[config.mk]
export PLATFORM = sky130hd
export DESIGN_NAME = rv_decode_top
export DESIGN_NICKNAME = d
export VERILOG_FILES = /design/src/rv_decode_pkg.sv /design/src/inst_classify.sv /design/src/imm_gen.sv /design/src/ctrl_gen.sv /design/src/decode_pipe_reg.sv /design/src/rv_decode_top.sv
export SDC_FILE = /design/constraint.sdc
export NUM_CORES = 1
export LEC_CHECK = 0
export BUFFER_PORTS_ARGS = -buffer_cell sky130_fd_sc_hd__buf_2
export CAP_MARGIN = 30
export CORE_ASPECT_RATIO = 0.9
export CORE_MARGIN = 3
export CORE_UTILIZATION = 50
export DETAILED_ROUTE_END_ITERATION = 8
export PLACE_DENSITY = 0.92
export SLEW_MARGIN = 30
export SYNTH_ARGS = -nofsm -noshare
export SYNTH_HDL_FRONTEND = slang
export SYNTH_SLANG_ARGS = --single-unit
[constraint.sdc]
create_clock -name clk -period 5.5 [get_ports clk]
set_input_delay 1.1 -clock clk [delete_from_list [all_inputs] [get_ports clk]]
set_output_delay 1.1 -clock clk [all_outputs]
set_load 0.03 [all_outputs]
[src/rv_decode_pkg.sv]
//--------------------------------------------------------------------
// shared opcodes, field layouts and control structs of the RV32I
// decode stage, referenced by scoped names from every module
//--------------------------------------------------------------------
package rv_decode_pkg;

  // major opcodes
  localparam logic [6:0] op_lui    = 7'b0110111;
  localparam logic [6:0] op_auipc  = 7'b0010111;
  localparam logic [6:0] op_jal    = 7'b1101111;
  localparam logic [6:0] op_jalr   = 7'b1100111;
  localparam logic [6:0] op_branch = 7'b1100011;
  localparam logic [6:0] op_load   = 7'b0000011;
  localparam logic [6:0] op_store  = 7'b0100011;
  localparam logic [6:0] op_imm    = 7'b0010011;
  localparam logic [6:0] op_reg    = 7'b0110011;
  localparam logic [6:0] op_fence  = 7'b0001111;
  localparam logic [6:0] op_system = 7'b1110011;

  // alu group, shared by register and immediate forms
  localparam logic [2:0] f3_add_sub = 3'b000;
  localparam logic [2:0] f3_sll     = 3'b001;
  localparam logic [2:0] f3_slt     = 3'b010;
  localparam logic [2:0] f3_sltu    = 3'b011;
  localparam logic [2:0] f3_xor     = 3'b100;
  localparam logic [2:0] f3_srl_sra = 3'b101;
  localparam logic [2:0] f3_or      = 3'b110;
  localparam logic [2:0] f3_and     = 3'b111;

  localparam logic [2:0] f3_beq  = 3'b000;
  localparam logic [2:0] f3_bne  = 3'b001;
  localparam logic [2:0] f3_blt  = 3'b100;
  localparam logic [2:0] f3_bge  = 3'b101;
  localparam logic [2:0] f3_bltu = 3'b110;
  localparam logic [2:0] f3_bgeu = 3'b111;

  // load/store width codes, stores use the signed ones only
  localparam logic [2:0] f3_byte   = 3'b000;
  localparam logic [2:0] f3_half   = 3'b001;
  localparam logic [2:0] f3_word   = 3'b010;
  localparam logic [2:0] f3_byte_u = 3'b100;
  localparam logic [2:0] f3_half_u = 3'b101;

  localparam logic [2:0] f3_csrrw  = 3'b001;
  localparam logic [2:0] f3_csrrs  = 3'b010;
  localparam logic [2:0] f3_csrrc  = 3'b011;
  localparam logic [2:0] f3_csrrwi = 3'b101;
  localparam logic [2:0] f3_csrrsi = 3'b110;
  localparam logic [2:0] f3_csrrci = 3'b111;

  localparam logic [2:0] f3_fence   = 3'b000;
  localparam logic [2:0] f3_fence_i = 3'b001;

  localparam logic [6:0] f7_base = 7'b0000000;
  localparam logic [6:0] f7_alt  = 7'b0100000; // sub, sra

  localparam logic [31:0] word_ecall  = 32'h0000_0073;
  localparam logic [31:0] word_ebreak = 32'h0010_0073;
  localparam logic [31:0] word_mret   = 32'h3020_0073;

  //------------------------------------------------------------------
  // instruction word layouts
  //------------------------------------------------------------------
  typedef struct packed {
    logic [6:0] funct7;
    logic [4:0] rs2;
    logic [4:0] rs1;
    logic [2:0] funct3;
    logic [4:0] rd;
    logic [6:0] opcode;
  } r_fmt_t;

  typedef struct packed {
    logic [11:0] imm12;
    logic [4:0]  rs1;
    logic [2:0]  funct3;
    logic [4:0]  rd;
    logic [6:0]  opcode;
  } i_fmt_t;

  typedef struct packed {
    logic [6:0] imm_hi;
    logic [4:0] rs2;
    logic [4:0] rs1;
    logic [2:0] funct3;
    logic [4:0] imm_lo;
    logic [6:0] opcode;
  } s_fmt_t;

  typedef struct packed {
    logic [19:0] imm20;
    logic [4:0]  rd;
    logic [6:0]  opcode;
  } u_fmt_t;

  typedef union packed {
    logic [31:0] word;
    r_fmt_t      r;
    i_fmt_t      i;
    s_fmt_t      s;
    u_fmt_t      u;
  } inst_word_u;

  // one bit per recognized instruction
  typedef struct packed {
    logic lui, auipc, jal, jalr;
    logic beq, bne, blt, bge, bltu, bgeu;
    logic lb, lh, lw, lbu, lhu;
    logic sb, sh, sw;
    logic addi, slti, sltiu, xori, ori, andi, slli, srli, srai;
    logic add, sub, sll, slt, sltu, xor_r, srl, sra, or_r, and_r;
    logic fence, fence_i;
    logic csrrw, csrrs, csrrc, csrrwi, csrrsi, csrrci;
    logic ecall, ebreak, mret;
    logic zero_word;
  } inst_class_t;

  typedef struct packed {
    logic       use_rs2;     // 0 selects imm as operand b
    logic       lui;
    logic       shift;
    logic       shift_right;
    logic       shift_logic;
    logic [1:0] cmp;         // 01 signed, 10 unsigned
    logic       and_op;
    logic       or_op;
    logic       xor_op;
    logic       add;
    logic       sub;
    logic       auipc;
  } alu_ctrl_t;

  typedef enum logic [2:0] {
    br_none = 3'd0,
    br_beq  = 3'd1,
    br_bne  = 3'd2,
    br_blt  = 3'd3,
    br_bge  = 3'd4,
    br_bltu = 3'd5,
    br_bgeu = 3'd6
  } br_type_e;

  typedef struct packed {
    logic [1:0] op;   // 01 load, 10 store
    logic [1:0] size;
    logic       is_unsigned;
  } lsu_ctrl_t;

  typedef struct packed {
    logic        we;
    logic        set;
    logic        clear;
    logic        imm_en;
    logic [11:0] idx;
    logic [31:0] zimm;
  } csr_ctrl_t;

  typedef struct packed {
    logic [4:0]  rs1;
    logic [4:0]  rs2;
    logic [4:0]  rd;
    logic        gpr_we;
    logic [31:0] imm;
    alu_ctrl_t   alu;
    br_type_e    br;
    lsu_ctrl_t   lsu;
    logic        jal;
    logic        jalr;
    csr_ctrl_t   csr;
    logic        ecall;
    logic        ebreak;
    logic        mret;
    logic        illegal;
  } decode_out_t;

endpackage

[src/inst_classify.sv]
//--------------------------------------------------------------------
// first decode level, one class bit per RV32I instruction
//--------------------------------------------------------------------
`timescale 1ns/1ns

module inst_classify (
  input  rv_decode_pkg::inst_word_u  inst,
  output rv_decode_pkg::inst_class_t cls
);

  logic [6:0] opc;
  logic [2:0] f3;
  logic [6:0] f7;
  logic       is_branch;
  logic       is_load;
  logic       is_store;
  logic       is_imm;
  logic       is_reg;
  logic       is_fence;
  logic       is_system;

  assign opc = inst.r.opcode;
  assign f3  = inst.r.funct3;
  assign f7  = inst.r.funct7;

  assign is_branch = (opc == rv_decode_pkg::op_branch);
  assign is_load   = (opc == rv_decode_pkg::op_load);
  assign is_store  = (opc == rv_decode_pkg::op_store);
  assign is_imm    = (opc == rv_decode_pkg::op_imm);
  assign is_reg    = (opc == rv_decode_pkg::op_reg);
  assign is_fence  = (opc == rv_decode_pkg::op_fence);
  assign is_system = (opc == rv_decode_pkg::op_system);

  always_comb begin
    cls.lui   = (opc == rv_decode_pkg::op_lui);
    cls.auipc = (opc == rv_decode_pkg::op_auipc);
    cls.jal   = (opc == rv_decode_pkg::op_jal);
    cls.jalr  = (opc == rv_decode_pkg::op_jalr); // funct3 not checked

    cls.beq  = is_branch && (f3 == rv_decode_pkg::f3_beq);
    cls.bne  = is_branch && (f3 == rv_decode_pkg::f3_bne);
    cls.blt  = is_branch && (f3 == rv_decode_pkg::f3_blt);
    cls.bge  = is_branch && (f3 == rv_decode_pkg::f3_bge);
    cls.bltu = is_branch && (f3 == rv_decode_pkg::f3_bltu);
    cls.bgeu = is_branch && (f3 == rv_decode_pkg::f3_bgeu);

    cls.lb  = is_load && (f3 == rv_decode_pkg::f3_byte);
    cls.lh  = is_load && (f3 == rv_decode_pkg::f3_half);
    cls.lw  = is_load && (f3 == rv_decode_pkg::f3_word);
    cls.lbu = is_load && (f3 == rv_decode_pkg::f3_byte_u);
    cls.lhu = is_load && (f3 == rv_decode_pkg::f3_half_u);

    cls.sb = is_store && (f3 == rv_decode_pkg::f3_byte);
    cls.sh = is_store && (f3 == rv_decode_pkg::f3_half);
    cls.sw = is_store && (f3 == rv_decode_pkg::f3_word);

    // immediate alu, shifts split on bit 30 only
    cls.addi  = is_imm && (f3 == rv_decode_pkg::f3_add_sub);
    cls.slti  = is_imm && (f3 == rv_decode_pkg::f3_slt);
    cls.sltiu = is_imm && (f3 == rv_decode_pkg::f3_sltu);
    cls.xori  = is_imm && (f3 == rv_decode_pkg::f3_xor);
    cls.ori   = is_imm && (f3 == rv_decode_pkg::f3_or);
    cls.andi  = is_imm && (f3 == rv_decode_pkg::f3_and);
    cls.slli  = is_imm && (f3 == rv_decode_pkg::f3_sll);
    cls.srli  = is_imm && (f3 == rv_decode_pkg::f3_srl_sra) && !inst.word[30];
    cls.srai  = is_imm && (f3 == rv_decode_pkg::f3_srl_sra) && inst.word[30];

    // register alu, funct7 checked on add/sub and srl/sra
    cls.add   = is_reg && (f3 == rv_decode_pkg::f3_add_sub) && (f7 == rv_decode_pkg::f7_base);
    cls.sub   = is_reg && (f3 == rv_decode_pkg::f3_add_sub) && (f7 == rv_decode_pkg::f7_alt);
    cls.sll   = is_reg && (f3 == rv_decode_pkg::f3_sll);
    cls.slt   = is_reg && (f3 == rv_decode_pkg::f3_slt);
    cls.sltu  = is_reg && (f3 == rv_decode_pkg::f3_sltu);
    cls.xor_r = is_reg && (f3 == rv_decode_pkg::f3_xor);
    cls.srl   = is_reg && (f3 == rv_decode_pkg::f3_srl_sra) && (f7 == rv_decode_pkg::f7_base);
    cls.sra   = is_reg && (f3 == rv_decode_pkg::f3_srl_sra) && (f7 == rv_decode_pkg::f7_alt);
    cls.or_r  = is_reg && (f3 == rv_decode_pkg::f3_or);
    cls.and_r = is_reg && (f3 == rv_decode_pkg::f3_and);

    cls.fence   = is_fence && (f3 == rv_decode_pkg::f3_fence);
    cls.fence_i = is_fence && (f3 == rv_decode_pkg::f3_fence_i);

    cls.csrrw  = is_system && (f3 == rv_decode_pkg::f3_csrrw);
    cls.csrrs  = is_system && (f3 == rv_decode_pkg::f3_csrrs);
    cls.csrrc  = is_system && (f3 == rv_decode_pkg::f3_csrrc);
    cls.csrrwi = is_system && (f3 == rv_decode_pkg::f3_csrrwi);
    cls.csrrsi = is_system && (f3 == rv_decode_pkg::f3_csrrsi);
    cls.csrrci = is_system && (f3 == rv_decode_pkg::f3_csrrci);

    // privileged words only match exactly
    cls.ecall  = (inst.word == rv_decode_pkg::word_ecall);
    cls.ebreak = (inst.word == rv_decode_pkg::word_ebreak);
    cls.mret   = (inst.word == rv_decode_pkg::word_mret);

    cls.zero_word = (inst.word == 32'h0);
  end

endmodule

[src/imm_gen.sv]
//--------------------------------------------------------------------
// immediate generator, picks the field layout from the class bits
//--------------------------------------------------------------------
`timescale 1ns/1ns

module imm_gen (
  input  rv_decode_pkg::inst_word_u  inst,
  input  rv_decode_pkg::inst_class_t cls,
  output logic [31:0]                imm
);

  logic i_fmt;
  logic s_fmt;
  logic b_fmt;
  logic u_fmt;

  // 12-bit sign-extended users
  assign i_fmt = cls.addi | cls.slti | cls.sltiu | cls.xori | cls.ori | cls.andi
               | cls.slli | cls.srli
               | cls.lb | cls.lh | cls.lw | cls.lbu | cls.lhu
               | cls.jalr;
  assign s_fmt = cls.sb | cls.sh | cls.sw;
  assign b_fmt = cls.beq | cls.bne | cls.blt | cls.bge | cls.bltu | cls.bgeu;
  assign u_fmt = cls.lui | cls.auipc;

  always_comb begin
    if (i_fmt) begin
      imm = {{20{inst.i.imm12[11]}}, inst.i.imm12};
    end else if (cls.srai) begin
      // shamt only, funct7 bits are not part of the value
      imm = {{27{inst.word[31]}}, inst.r.rs2};
    end else if (s_fmt) begin
      imm = {{20{inst.s.imm_hi[6]}}, inst.s.imm_hi, inst.s.imm_lo};
    end else if (b_fmt) begin
      imm = {{20{inst.word[31]}}, inst.word[7], inst.word[30:25], inst.word[11:8], 1'b0};
    end else if (cls.jal) begin
      imm = {{12{inst.word[31]}}, inst.word[19:12], inst.word[20], inst.word[30:21], 1'b0};
    end else if (u_fmt) begin
      imm = {inst.u.imm20, 12'h000};
    end else begin
      imm = 32'h0; // no immediate
    end
  end

endmodule

[src/ctrl_gen.sv]
//--------------------------------------------------------------------
// control generator, folds class bits into the decoded result
// feeding alu, branch unit, lsu, csr file and gpr write port
//--------------------------------------------------------------------
`timescale 1ns/1ns

module ctrl_gen (
  input  rv_decode_pkg::inst_word_u  inst,
  input  rv_decode_pkg::inst_class_t cls,
  input  logic [31:0]                imm,
  output rv_decode_pkg::decode_out_t dec
);

  rv_decode_pkg::alu_ctrl_t alu;
  rv_decode_pkg::br_type_e  br;
  rv_decode_pkg::lsu_ctrl_t lsu;
  rv_decode_pkg::csr_ctrl_t csr;
  logic                     is_load;
  logic                     is_store;
  logic                     is_csr;
  logic                     gpr_we;
  logic                     illegal;

  assign is_load  = cls.lb | cls.lh | cls.lw | cls.lbu | cls.lhu;
  assign is_store = cls.sb | cls.sh | cls.sw;
  assign is_csr   = cls.csrrw | cls.csrrs | cls.csrrc | cls.csrrwi | cls.csrrsi | cls.csrrci;

  //------------------------------------------------------------------
  // alu control
  //------------------------------------------------------------------
  always_comb begin
    alu.use_rs2     = !(cls.addi | cls.slti | cls.sltiu | cls.xori | cls.ori | cls.andi
                      | cls.slli | cls.srli | cls.srai | cls.lui | cls.auipc
                      | is_load | is_store);
    alu.lui         = cls.lui;
    alu.shift       = cls.sll | cls.slli | cls.srl | cls.srli | cls.sra | cls.srai | cls.lui;
    alu.shift_right = cls.srl | cls.srli | cls.sra | cls.srai;
    alu.shift_logic = cls.sll | cls.slli | cls.srl | cls.srli | cls.lui;
    if (cls.slt | cls.slti) begin
      alu.cmp = 2'b01;
    end else if (cls.sltu | cls.sltiu) begin
      alu.cmp = 2'b10;
    end else begin
      alu.cmp = 2'b00;
    end
    alu.and_op = cls.and_r | cls.andi;
    alu.or_op  = cls.or_r | cls.ori;
    alu.xor_op = cls.xor_r | cls.xori;
    alu.add    = cls.add | cls.addi | is_load | is_store; // address calc too
    alu.sub    = cls.sub;
    alu.auipc  = cls.auipc;
  end

  always_comb begin
    if (cls.beq)       br = rv_decode_pkg::br_beq;
    else if (cls.bne)  br = rv_decode_pkg::br_bne;
    else if (cls.blt)  br = rv_decode_pkg::br_blt;
    else if (cls.bge)  br = rv_decode_pkg::br_bge;
    else if (cls.bltu) br = rv_decode_pkg::br_bltu;
    else if (cls.bgeu) br = rv_decode_pkg::br_bgeu;
    else               br = rv_decode_pkg::br_none;
  end

  // size and sign come straight from funct3
  always_comb begin
    lsu.op          = is_load ? 2'b01 : (is_store ? 2'b10 : 2'b00);
    lsu.size        = inst.r.funct3[1:0];
    lsu.is_unsigned = inst.r.funct3[2];
  end

  always_comb begin
    csr.we     = is_csr;
    csr.set    = cls.csrrs | cls.csrrsi;
    csr.clear  = cls.csrrc | cls.csrrci;
    csr.imm_en = cls.csrrwi | cls.csrrsi | cls.csrrci;
    csr.idx    = inst.i.imm12;
    csr.zimm   = {27'h0, inst.r.rs1}; // rs1 field as 5-bit uimm
  end

  //------------------------------------------------------------------
  // gpr write and illegal detect
  //------------------------------------------------------------------
  assign gpr_we = cls.addi | cls.slti | cls.sltiu | cls.xori | cls.ori | cls.andi
                | cls.slli | cls.srli | cls.srai
                | cls.add | cls.sub | cls.sll | cls.slt | cls.sltu | cls.xor_r
                | cls.srl | cls.sra | cls.or_r | cls.and_r
                | is_load | cls.jal | cls.jalr | cls.lui | cls.auipc | is_csr;

  // zero word passes as legal
  assign illegal = !(gpr_we | cls.jal | cls.jalr | (br != rv_decode_pkg::br_none) | is_store
                   | cls.fence | cls.fence_i | cls.ecall | cls.ebreak | cls.mret
                   | cls.zero_word);

  always_comb begin
    dec.rs1     = inst.r.rs1;
    dec.rs2     = inst.r.rs2;
    dec.rd      = inst.r.rd;
    dec.gpr_we  = gpr_we;
    dec.imm     = imm;
    dec.alu     = alu;
    dec.br      = br;
    dec.lsu     = lsu;
    dec.jal     = cls.jal;
    dec.jalr    = cls.jalr;
    dec.csr     = csr;
    dec.ecall   = cls.ecall;
    dec.ebreak  = cls.ebreak;
    dec.mret    = cls.mret;
    dec.illegal = illegal;
  end

endmodule

[src/decode_pipe_reg.sv]
//--------------------------------------------------------------------
// single-entry output register with valid/ready handshake
//--------------------------------------------------------------------
`timescale 1ns/1ns

module decode_pipe_reg (
  input  logic                       clk,
  input  logic                       rst_n,
  input  logic                       in_valid,
  output logic                       in_ready,
  input  rv_decode_pkg::decode_out_t din,
  output logic                       out_valid,
  input  logic                       out_ready,
  output rv_decode_pkg::decode_out_t dout
);

  // slot frees up when empty or draining this cycle
  assign in_ready = !out_valid || out_ready;

  always_ff @(posedge clk or negedge rst_n) begin
    if (!rst_n) begin
      out_valid <= 1'b0;
    end else if (in_ready) begin
      out_valid <= in_valid;
    end
  end

  // payload, held while stalled
  always_ff @(posedge clk) begin
    if (in_valid && in_ready) begin
      dout <= din;
    end
  end

endmodule

[src/rv_decode_top.sv]
//--------------------------------------------------------------------
// decode stage top, combinational decode into one output register
//--------------------------------------------------------------------
`timescale 1ns/1ns

module rv_decode_top (
  input  logic                       clk,
  input  logic                       rst_n,
  input  rv_decode_pkg::inst_word_u  inst,
  input  logic                       in_valid,
  output logic                       in_ready,
  output logic                       out_valid,
  input  logic                       out_ready,
  output rv_decode_pkg::decode_out_t dout
);

  rv_decode_pkg::inst_class_t cls;
  rv_decode_pkg::decode_out_t dec;
  logic [31:0]                imm;

  inst_classify inst_classify_i (
    .inst (inst),
    .cls  (cls)
  );

  imm_gen imm_gen_i (
    .inst (inst),
    .cls  (cls),
    .imm  (imm)
  );

  ctrl_gen ctrl_gen_i (
    .inst (inst),
    .cls  (cls),
    .imm  (imm),
    .dec  (dec)
  );

  decode_pipe_reg decode_pipe_reg_i (
    .clk       (clk),
    .rst_n     (rst_n),
    .in_valid  (in_valid),
    .in_ready  (in_ready),
    .din       (dec),
    .out_valid (out_valid),
    .out_ready (out_ready),
    .dout      (dout)
  );

endmodule

======== After elaboration in Yosys (flattened, before gate mapping) ========
Index checks and enable logic that the tools add are counted.
cells by class
  bitwise logic cells ..................... 83
  order comparisons ....................... 0
  mux-type cells .......................... 14
  $mul .................................... 0
  add/subtract/negate cells ............... 0
  div/mod/pow operators ................... 0
  equal/unequal tests ..................... 22
  shift-type cells ........................ 0
  reduce and logical (&&, ||, !) cells .... 54
operators by type and width
  operator                                                            number
  32-bit 2-to-1 mux                                                   6
  1-bit bitwise OR                                                    83
  1-bit logical AND                                                   45
  32-bit by 21-bit == test with 1-bit output (second input constant)  1
  32-bit by 30-bit == test with 1-bit output (second input constant)  1
  32-bit by 7-bit == test with 1-bit output (second input constant)   1
  32-bit logical NOT                                                  1
  7-bit by 6-bit == test with 1-bit output (second input constant)    4
  7-bit == test (second input constant)                               4
  3-bit 2-to-1 mux                                                    6
  7-bit by 5-bit == test with 1-bit output (second input constant)    2
  3-bit == test (second input constant)                               4
  7-bit by 2-bit == test with 1-bit output (second input constant)    1
  7-bit by 4-bit == test with 1-bit output (second input constant)    1
  7-bit logical NOT                                                   1
  3-bit by 2-bit == test with 1-bit output (second input constant)    2
  1-bit logical NOT                                                   4
  2-bit 2-to-1 mux                                                    2
  3-bit by 1-bit == test with 1-bit output (second input constant)    1
  3-bit logical NOT                                                   1
  3-bit nonzero test                                                  1
  1-bit logical OR                                                    1
word-level totals
  register bits ........................... 92
  bits in writable memories ............... 0
  word-level logic and storage cells ...... 206
  ROM bits ................................ 0
  output and inout port bits .............. 125
  memories kept ........................... 0
  bits in latches ......................... 0

======== Depth between registers and ports, before layout ========
Gate-level depths: netlist of the first run.
  word-level depth ........................ 37
  gate-level depth with buffers ........... 7
  mapped depth without buffers ............ 5

======== Hierarchy ========
Synthesis of the first run repeated with hierarchy kept, for this count alone.
unflattened totals
  cells, all modules ...................... 446
  area, all modules ....................... 5904.4 um^2
by module, submodules not included
  module           times used  seq. area each (um^2)  area each (um^2)  cells each
  decode_pipe_reg  1           3718.6                 3747.3            127
  ctrl_gen         1           0.0                    1074.8            156
  imm_gen          1           0.0                    554.3             65
  inst_classify    1           0.0                    528.0             98

======== Worst setup path before layout of the first run ========
Ideal clock, no wire load.
  path type ............................... input -> register
  start point ............................. input port out_ready
  end point ............................... register, netlist name decode_pipe_reg_i.dout[0]
  arrival ................................. 3482 ps
  buffers on the path ..................... 0
  data required time ...................... 5046 ps
  path slack .............................. 1564 ps
  stages .................................. 2
  cells stage by stage .................... nand2b_1 and2_1
between the ends
  longest elaborated chain between the ends .. 2
ends and longest elaborated chain
  element            line                   source
  start, declared    rv_decode_top.sv:13    input logic out_ready,
  1-bit logical OR   decode_pipe_reg.sv:18  assign in_ready = !out_valid || out_ready;
  1-bit logical AND  decode_pipe_reg.sv:30  if (in_valid && in_ready) begin
No other way between the ends.
A chain may end at the register's enable or synchronous reset.

==> impl_metrics.py, run 1 <==
metrics = {
    "outcome": {
        "outcome": "finished clean",
    },
    "cells_and_area": {
        "final_cell_mix": "buf_2 (133), edfxtp_1 (86), conb_1 (27)",
        "final_layout_size_suffix_gt1_share_pct": 40.2,
        "seq_area_um2": 2610,
        "area_growth_pct": 19.9,
        "utilization_pct": 64.2,
        "nNetsFinal": 444,
        "fill_cells": 548,
        "layout_commonest_cell": "buf_2",
        "final_cell_count_no_fill": 506,
        "design_area_um2": 4680,
        "multiInputGateArea_um2": 1050,
        "diodes": 0,
    },
    "sta": {
        "whs_ps": 504,
        "rsz0062_at_grt": "false",
        "slew_headroom_pct": 45.8,
        "layout_worst_path_cycle_share_pct": 50.1,
        "finClkSkew_ps": 8.20,
        "setup_violations": 0,
        "max_freq_ghz": 0.363,
        "setup_tns_ps": 0,
        "final_max_slew_viol_count": 0,
        "tightest_slew_ps": 805,
        "hold_viol": 0,
        "fin_crit_ps": 2750,
        "fin_ws_ps": 2750,
    },
    "run": {
        "maxCapViolCount": 0,
    },
    "synthesis": {
        "ys_top_cells_by_area": "edfxtp_1 (66%), buf_4 (7.3%), a21o_1 (3.8%)",
        "synthCells": 284,
        "ys_warn_count": 0,
        "synth_area_per_cell_um2": 13.7,
        "seq_area_frac_synth_pct": 66.8,
        "ys_ff_latch": 87,
        "yosysUniqueCellTypes": 53,
        "netlist_area_um2": 3900,
        "yosys.area.top_type_share_pct": 66.2,
        "synth_area_leader_cell": "edfxtp_1",
    },
    "global_route": {
        "first_global_vias": 2710,
        "antenna_found_initial": 0,
        "grt_pass1_wl_um": 14400,
        "grt_max_degree": 55,
        "globalRouteOverflowTotal": 0,
        "grt_usage_pct": 20.8,
    },
    "clocking": {
        "postCtsSetupRepairBufs": 0,
        "clock-sinks": 87,
        "cts_buffers": 9,
        "insertion_delay_ps": 360,
        "cts_resized": 0,
        "cts_tree": "yes",
        "clk_pin_slew_ps": 90,
        "holdBufCountCts": 0,
        "root_buffer": "clkbuf_8",
        "clock_path_buffers": 2,
        "cts_max_level": 3,
    },
    "route": {
        "drt_wl_total_um": 9550,
        "post_drt_wl_per_cell_um": 18.9,
        "drcViolationCount": 0,
        "drt_first_iter_violations": 390,
        "vias": 2826,
        "vias_per_cell": 5.58,
        "firstDrtPassIters": 6,
        "antenna_left": 0,
    },
    "pwr": {
        "netSwitchingFraction_pct": 28.7,
        "p_int_mw": 1.02,
        "powerDensity_nw_per_um2": 306,
        "total_power_mw": 1.43,
        "leakagePower_nw": 2.18,
        "switchingPower_mw": 0.412,
        "vdd_drop_max_mv": 0.132,
        "seqPwrFrac_pct": 53.7,
        "combPwrFrac_pct": 14.4,
        "power_frac_clock_pct": 31.9,
    },
    "critical_path": {
        "critPathLaunchType": "primary input",
        "required_ps": 5600,
        "worstSetupPathType": "primary input to register",
        "path_max_fanout": 7,
        "r2r_end": "decode_pipe_reg_i.dout[5]",
        "cp-end-kind": "register",
        "r2r_setup_slack_ps": 3890,
        "critical_path_arrival_ps": 2850,
        "r2r-start": "decode_pipe_reg_i.out_valid",
        "reg2reg_depth": 3,
    },
    "placement": {
        "placed_cells": 490,
        "place_area_um2": 4470,
        "gp_congestion": 0.884,
        "dp_hpwl_um": 6940,
        "io_buffers": 133,
        "place_ws_ps": 2420,
    },
    "floorplan": {
        "core-area_um2": 7290,
        "die_h_um": 89.8,
        "die_area_um2": 8900,
        "row_count": 29,
        "die_w_um": 99.1,
        "initial_core_util_pct": 53.5,
        "pin_count": 161,
    },
    "min_path": {
        "hp-class": "primary input to async pin",
    },
}
## logic make-up (layout without fill, tap and decap cells)
group / count (synthesis) / count (layout) / synth area share, %
buf+inv: 50 / 153 / 8.98
compound gates: 43 / 43 / 9.65
flops: 87 / 87 / 66.8
simple gates: 102 / 102 / 14.2
other cells: 1 / 27 / 0.0961
xor+xnor: 1 / 1 / 0.224
## how the worst max path moves through the flow
stage | cells past startpoint | from | to | slack [ps]
2_1_floorplan | 2 | out_ready | decode_pipe_reg_i.dout[0] | 1560
3_3_place_gp | 5 | inst[31] | decode_pipe_reg_i.dout[0] | 2550
3_5_place_dp | 6 | inst[31] | decode_pipe_reg_i.dout[0] | 2420
4_1_cts | 6 | inst[31] | decode_pipe_reg_i.dout[0] | 2790
5_1_grt | 6 | inst[31] | decode_pipe_reg_i.dout[0] | 2640
6_report | 6 | inst[31] | decode_pipe_reg_i.dout[0] | 2750
## layer usage
layer  global-route usage (%)  wire length [um]  vias to the layer above
met5                        0                 0                        -
met4                     7.39               148                        0
met3                     6.73              1200                       20
met2                     33.9              4740                      220
met1                     26.0              3460                     1337
li1                         -                 -                     1249
## synthesized netlist by cell type, drive strengths merged
cell type and instances:
nor2b 1, a22oi 1, conb 1, and3 6
o21ai 7, nand3b 1, nand4b 1, nor3b 3
nor2 17, or3 3, nand4 2, clkbuf 4
a21oi 1, a2111oi 1, o211ai 1, nand2b 3
or2 3, dfrtp 1, and2 3, buf 43
a2111o 1, o21a 1, and3b 1, and2b 2
a22o 5, nor4b 1, edfxtp 86, a221oi 2
a31oi 1, nor3 12, a41o 1, and4bb 1
nor4 7, o31a 1, nand2 28, xnor2 1
and4 1, a21o 20, inv 3, nand3 6
## area by class of cell
| type | instances | area share [%] |
|---|---|---|
| Clock inverter | 7 | 1.63 |
| Tap cell | 93 | 2.49 |
| Multi-Input combinational cell | 173 | 22.5 |
| Inverter | 3 | 0.241 |
| Timing Repair Buffer | 134 | 14.8 |
| Sequential cell | 87 | 55.7 |
| Clock buffer | 9 | 2.65 |
## critical path, cell delays in order
cell     delay (ps)
buf_2           150
nor4_1          730
nand4_1         250
nor3_1          330
and3_1          230
nor4_1           50
## power by group through the flow
stage | Combinational [mW] | Clock (mW) | Sequential, mW
final | 0.207 | 0.457 | 0.770
after global routing | 0.218 | 0.488 | 0.773
after CTS | 0.206 | 0.458 | 0.770
after detailed placement | 0.206 | 0 | 0.785
after global placement | 0.198 | 0 | 0.785
after floorplan | 0.0935 | 0 | 0.850
## registers in the layout, indices dropped and copies added, names as in the netlist
register,flops
decode_pipe_reg_i.dout,86
decode_pipe_reg_i.out_valid,1
Note: power is estimated with default switching activity, not from simulation.
==> run 2: changes to the inputs <==
--- a/config.mk
+++ b/config.mk
@@ -9,9 +9,9 @@
 export CAP_MARGIN = 30
 export CORE_ASPECT_RATIO = 0.9
 export CORE_MARGIN = 3
-export CORE_UTILIZATION = 50
+export CORE_UTILIZATION = 48
 export DETAILED_ROUTE_END_ITERATION = 8
-export PLACE_DENSITY = 0.92
+export PLACE_DENSITY = 0.89
 export SLEW_MARGIN = 30
 export SYNTH_ARGS = -nofsm -noshare
 export SYNTH_HDL_FRONTEND = slang
==> constraint.sdc (replaced) <==
create_clock -name clk -period 2.6 [get_ports clk]
set_input_delay 0.52 -clock clk [delete_from_list [all_inputs] [get_ports clk]]
set_output_delay 0.52 -clock clk [all_outputs]
set_load 0.03 [all_outputs]
==> impl_metrics.py, run 2 (same netlist as run 1, synthesis figures left out) <==
metrics = {
    "critical_path": {
        "cp-end-kind": "register",
        "r2r_end": "decode_pipe_reg_i.dout[57]",
        "worstSetupPathType": "primary input to register",
        "required_ps": 2820,
        "critical_path_arrival_ps": 2140,
        "critPathLaunchType": "primary input",
        "path_max_fanout": 12,
        "reg2reg_depth": 3,
        "r2r_setup_slack_ps": 1140,
        "r2r-start": "decode_pipe_reg_i.out_valid",
        "crit_start": "inst[6]",
        "endpoint": "decode_pipe_reg_i.dout[82]",
    },
    "floorplan": {
        "die_area_um2": 9250,
        "die_w_um": 101,
        "row_count": 30,
        "die_h_um": 91.5,
        "initial_core_util_pct": 50.5,
        "pin_count": 161,
        "core-area_um2": 7730,
    },
    "placement": {
        "dp_hpwl_um": 6620,
        "gp_congestion": 0.954,
        "io_buffers": 133,
    },
    "cells_and_area": {
        "final_layout_size_suffix_gt1_share_pct": 40.3,
        "multiInputGateArea_um2": 1040,
        "utilization_pct": 60.3,
        "final_cell_mix": "buf_2 (133), edfxtp_1 (86), conb_1 (27)",
        "largest_reg_flops": 86,
        "diodes": 0,
        "seq_area_um2": 2610,
        "largest-register": "decode_pipe_reg_i.dout",
        "area_growth_pct": 19.5,
        "fill_cells": 610,
        "reg_top3": "decode_pipe_reg_i.dout x86, decode_pipe_reg_i.out_valid x1",
        "nNetsFinal": 449,
        "layout_commonest_cell": "buf_2",
    },
    "clocking": {
        "root_buffer": "clkbuf_8",
        "clk_pin_slew_ps": 80,
        "clock_path_buffers": 2,
        "cts_buffers": 9,
        "clock-sinks": 87,
        "cts_max_level": 3,
        "holdBufCountCts": 1,
        "insertion_delay_ps": 350,
        "cts_tree": "yes",
        "postCtsSetupRepairBufs": 0,
        "cts_resized": 0,
    },
    "route": {
        "vias_per_cell": 5.41,
        "post_drt_wl_per_cell_um": 17.7,
        "firstDrtPassIters": 5,
        "antenna_left": 0,
        "vias": 2776,
        "drt_wl_total_um": 9060,
        "drcViolationCount": 0,
        "drt_first_iter_violations": 276,
    },
    "outcome": {
        "outcome": "finished clean",
    },
    "global_route": {
        "grt_usage_pct": 19.3,
        "antenna_found_initial": 0,
        "globalRouteOverflowTotal": 0,
        "grt_max_degree": 50,
        "grt_pass1_wl_um": 13600,
        "first_global_vias": 2733,
    },
    "pwr": {
        "leakagePower_nw": 2.18,
        "combPwrFrac_pct": 15.3,
        "netSwitchingFraction_pct": 28.0,
        "powerDensity_nw_per_um2": 610,
        "seqPwrFrac_pct": 57.2,
        "switchingPower_mw": 0.797,
        "vdd_drop_max_mv": 0.302,
        "power_frac_clock_pct": 27.5,
        "p_int_mw": 2.05,
    },
    "sta": {
        "setup_tns_ps": 0,
        "finClkSkew_ps": 7.31,
        "final_max_slew_viol_count": 0,
        "setup_violations": 0,
        "hold_viol": 0,
        "slew_headroom_pct": 64.8,
        "max_freq_ghz": 0.523,
        "tightest_slew_ps": 525,
        "fin_crit_ps": 1910,
        "rsz0062_at_grt": "false",
        "layout_worst_path_cycle_share_pct": 73.5,
    },
    "min_path": {
        "hp-class": "primary input to register",
    },
    "run": {
        "maxCapViolCount": 0,
    },
}
==> run 2: cell types whose count changed in the layout (fill, tap and decap cells not counted), sizes merged <==
cell         delta
buf             +4
inv             -4
clkinvlp        -1
dlygate4sd3     +1
clkinv          +3
bufinv          -1
clkbuf          +2
==> run 2: worst min path at each step <==
stage          cells past startpoint  slack [ps]                           to  startpoint
2_1_floorplan                      0         220  decode_pipe_reg_i.out_valid       rst_n
3_3_place_gp                       1         290  decode_pipe_reg_i.out_valid       rst_n
3_5_place_dp                       1         300  decode_pipe_reg_i.out_valid       rst_n
4_1_cts                            2         360  decode_pipe_reg_i.out_valid    in_valid
5_1_grt                            1         370    decode_pipe_reg_i.dout[5]    inst[16]
6_report                           2         370  decode_pipe_reg_i.out_valid    in_valid
==> run 2: power groups by stage <==
stage / sequential [mW] / clock (mW) / combinational (mW)
3_3_place_gp: 1.66 / 0 / 0.425
3_5_place_dp: 1.66 / 0 / 0.433
4_1_cts: 1.63 / 0.806 / 0.436
5_1_grt: 1.63 / 0.856 / 0.460
6_report: 1.63 / 0.783 / 0.435
2_1_floorplan: 1.79 / 0 / 0.198
==> run 2: layout make-up <==
type / instances / area share [%]
Clock buffer: 11 / 2.82
Clock inverter: 4 / 0.510
Inverter: 3 / 0.241
Multi-Input combinational cell: 173 / 22.4
Sequential cell: 87 / 55.9
Tap cell: 96 / 2.58
Timing Repair Buffer: 139 / 15.6
==> run 2: critical path: stages <==
cell,delay [ps]
buf_2,180
nand4b_1,270
or3_1,430
nor2_2,230
and4_1,370
a21o_1,120
==> run 2: layer usage <==
| metal | vias up | track usage, % | routed length, um |
|---|---|---|---|
| met3 | 18 | 5.53 | 969 |
| met2 | 181 | 32.2 | 4570 |
| li1 | 1252 | - | - |
| met4 | 0 | 7.09 | 176 |
| met1 | 1325 | 23.5 | 3340 |
| met5 | - | 0 | 0 |
==> run 2: metrics by stage <==
step	instance area, um^2	setup slack [ps]	total power, mW	std cells	hold WS [ps]
finish	4660	688	2.85	513	372
global route	4660	492	2.95	513	368
CTS	4660	720	2.87	513	359
detailed placement	4500	353	2.09	497	296
global placement	4500	429	2.08	497	294
floorplan	4000	175	1.99	310	224
==> run 3: changes to the inputs <==
==> constraint.sdc (replaced) <==
create_clock -name clk -period 1.9 [get_ports clk]
set_input_delay 0.38 -clock clk [delete_from_list [all_inputs] [get_ports clk]]
set_output_delay 0.38 -clock clk [all_outputs]
set_load 0.03 [all_outputs]
==> impl_metrics.py, run 3 (same netlist as run 1, synthesis figures left out) <==
metrics = {
    "clocking": {
        "postCtsSetupRepairBufs": 0,
        "cts_buffers": 9,
        "cts_tree": "yes",
        "clock-sinks": 87,
        "clock_path_buffers": 2,
        "clk_pin_slew_ps": 90,
        "cts_resized": 0,
        "cts_max_level": 3,
        "root_buffer": "clkbuf_8",
        "insertion_delay_ps": 350,
    },
    "critical_path": {
        "crit_chain": "buf_2, nor4_1, buf_4, nand4_1, nor3_1, and3_1, nor4_1",
        "cp-end-kind": "register",
        "slowest_stage": "nor4_1",
        "r2r-start": "decode_pipe_reg_i.out_valid",
        "r2r_setup_slack_ps": 610,
        "path_common_cell": "nor4_1",
        "path_max_fanout": 3,
        "r2r_end": "decode_pipe_reg_i.dout[78]",
        "reg2reg_depth": 3,
        "required_ps": 1990,
        "critPathLaunchType": "primary input",
        "cpPeakStageDelay_ps": 390,
        "critical_path_arrival_ps": 1720,
        "worstSetupPathType": "primary input to register",
    },
    "route": {
        "vias": 2875,
        "drt_first_iter_violations": 219,
        "drcViolationCount": 0,
        "vias_per_cell": 5.33,
        "post_drt_wl_per_cell_um": 17.7,
        "antenna_left": 0,
        "drt_wl_total_um": 9530,
        "firstDrtPassIters": 7,
    },
    "placement": {
        "placed_cells": 522,
        "io_buffers": 133,
        "place_ws_ps": -19.2,
        "dp_hpwl_um": 7040,
        "gp_congestion": 0.894,
    },
    "sta": {
        "max_freq_ghz": 0.611,
        "rsz0062_at_grt": "false",
        "fin_crit_ps": 1640,
        "tightest_slew_ps": 577,
        "final_max_slew_viol_count": 0,
        "finClkSkew_ps": 15.0,
        "setup_violations": 0,
        "slew_headroom_pct": 61.3,
        "hold_viol": 0,
        "layout_worst_path_cycle_share_pct": 86.1,
        "fin_ws_ps": 264,
    },
    "min_path": {
        "worstHoldStart": "in_valid",
        "hold_end": "decode_pipe_reg_i.out_valid",
        "hold_depth": 2,
        "hp-class": "primary input to register",
    },
    "cells_and_area": {
        "area_growth_pct": 25.4,
        "multiInputGateArea_um2": 1050,
        "fill_cells": 573,
        "reg_top3": "decode_pipe_reg_i.dout x86, decode_pipe_reg_i.out_valid x1",
        "layout_commonest_cell": "buf_2",
        "diodes": 0,
        "final_layout_size_suffix_gt1_share_pct": 43.3,
        "nNetsFinal": 474,
        "final_cell_count_no_fill": 539,
        "largest-register": "decode_pipe_reg_i.dout",
        "largest_reg_flops": 86,
        "seq_area_um2": 2610,
        "final_cell_mix": "buf_2 (133), edfxtp_1 (86), buf_4 (28)",
    },
    "outcome": {
        "outcome": "finished clean",
    },
    "global_route": {
        "grt_max_degree": 42,
        "antenna_found_initial": 0,
        "first_global_vias": 2737,
        "grt_pass1_wl_um": 14100,
        "globalRouteOverflowTotal": 0,
        "grt_usage_pct": 20.1,
    },
    "pwr": {
        "powerDensity_nw_per_um2": 838,
        "leakagePower_nw": 2.32,
        "vdd_drop_max_mv": 0.352,
    },
    "floorplan": {
        "die_h_um": 91.5,
        "initial_core_util_pct": 50.5,
        "pin_count": 161,
        "die_area_um2": 9250,
        "die_w_um": 101,
        "core-area_um2": 7730,
        "row_count": 30,
    },
    "run": {
        "maxCapViolCount": 0,
    },
}
[run 3: critical path, delay by kind of cell]
kind                   cells  cell delay [ps]
AND/OR/NAND/NOR            5             1030
buffers and inverters      2              310
[run 3: cell type report]
type,count,share of cell area (%)
Inverter,3,0.230
Clock buffer,12,2.76
Multi-Input combinational cell,173,21.4
Sequential cell,87,53.3
Clock inverter,4,0.946
Timing Repair Buffer,164,18.9
Tap cell,96,2.45
[run 3: worst max-delay path by stage]
stage / from / endpoint / slack (ps) / depth (start not counted)
final: inst[18] / decode_pipe_reg_i.dout[0] / 260 / 7
after global routing: inst[3] / decode_pipe_reg_i.dout[70] / 140 / 6
after CTS: inst[18] / decode_pipe_reg_i.dout[0] / 300 / 7
after detailed placement: inst[6] / decode_pipe_reg_i.dout[82] / -20 / 6
after global placement: inst[18] / decode_pipe_reg_i.dout[0] / -60 / 7
after floorplan: decode_pipe_reg_i.out_valid / decode_pipe_reg_i.dout[0] / 70 / 2
[run 3: where the power goes]
group          switching [mW]  internal, mW
Sequential             0.0263          2.20
Combinational           0.468         0.164
Clock                   0.638         0.604
Total                    1.13          2.97
[run 3: what timing repair did]
| action | in CTS | in global routing |
|---|---|---|
| hold buffers | 1 | 0 |
| hold endpoints to repair | 1 | 0 |
| setup endpoints to repair | 0 | 0 |
[run 3: metal layers]
| metal | GRT usage, % | part of all wire (%) | up-vias |
|---|---|---|---|
| met5 | 0 | 0 | - |
| met4 | 8.31 | 1.8 | 0 |
| met3 | 3.76 | 9.0 | 17 |
| met2 | 35.1 | 51 | 183 |
| met1 | 24.1 | 38 | 1375 |
| li1 | - | - | 1300 |
[run 3: through the flow]
step	TNS, ps	hold WS, ps	utilization [%]	total power [mW]	area, um^2
2_1_floorplan	0	84.4	-	2.73	4010
3_3_place_gp	-59.5	154	60.8	2.89	4700
3_5_place_dp	-61.9	158	60.8	2.90	4700
4_1_cts	0	220	63.3	4.11	4890
5_1_grt	0	223	63.3	4.23	4890
6_report	0	227	63.3	4.10	4890
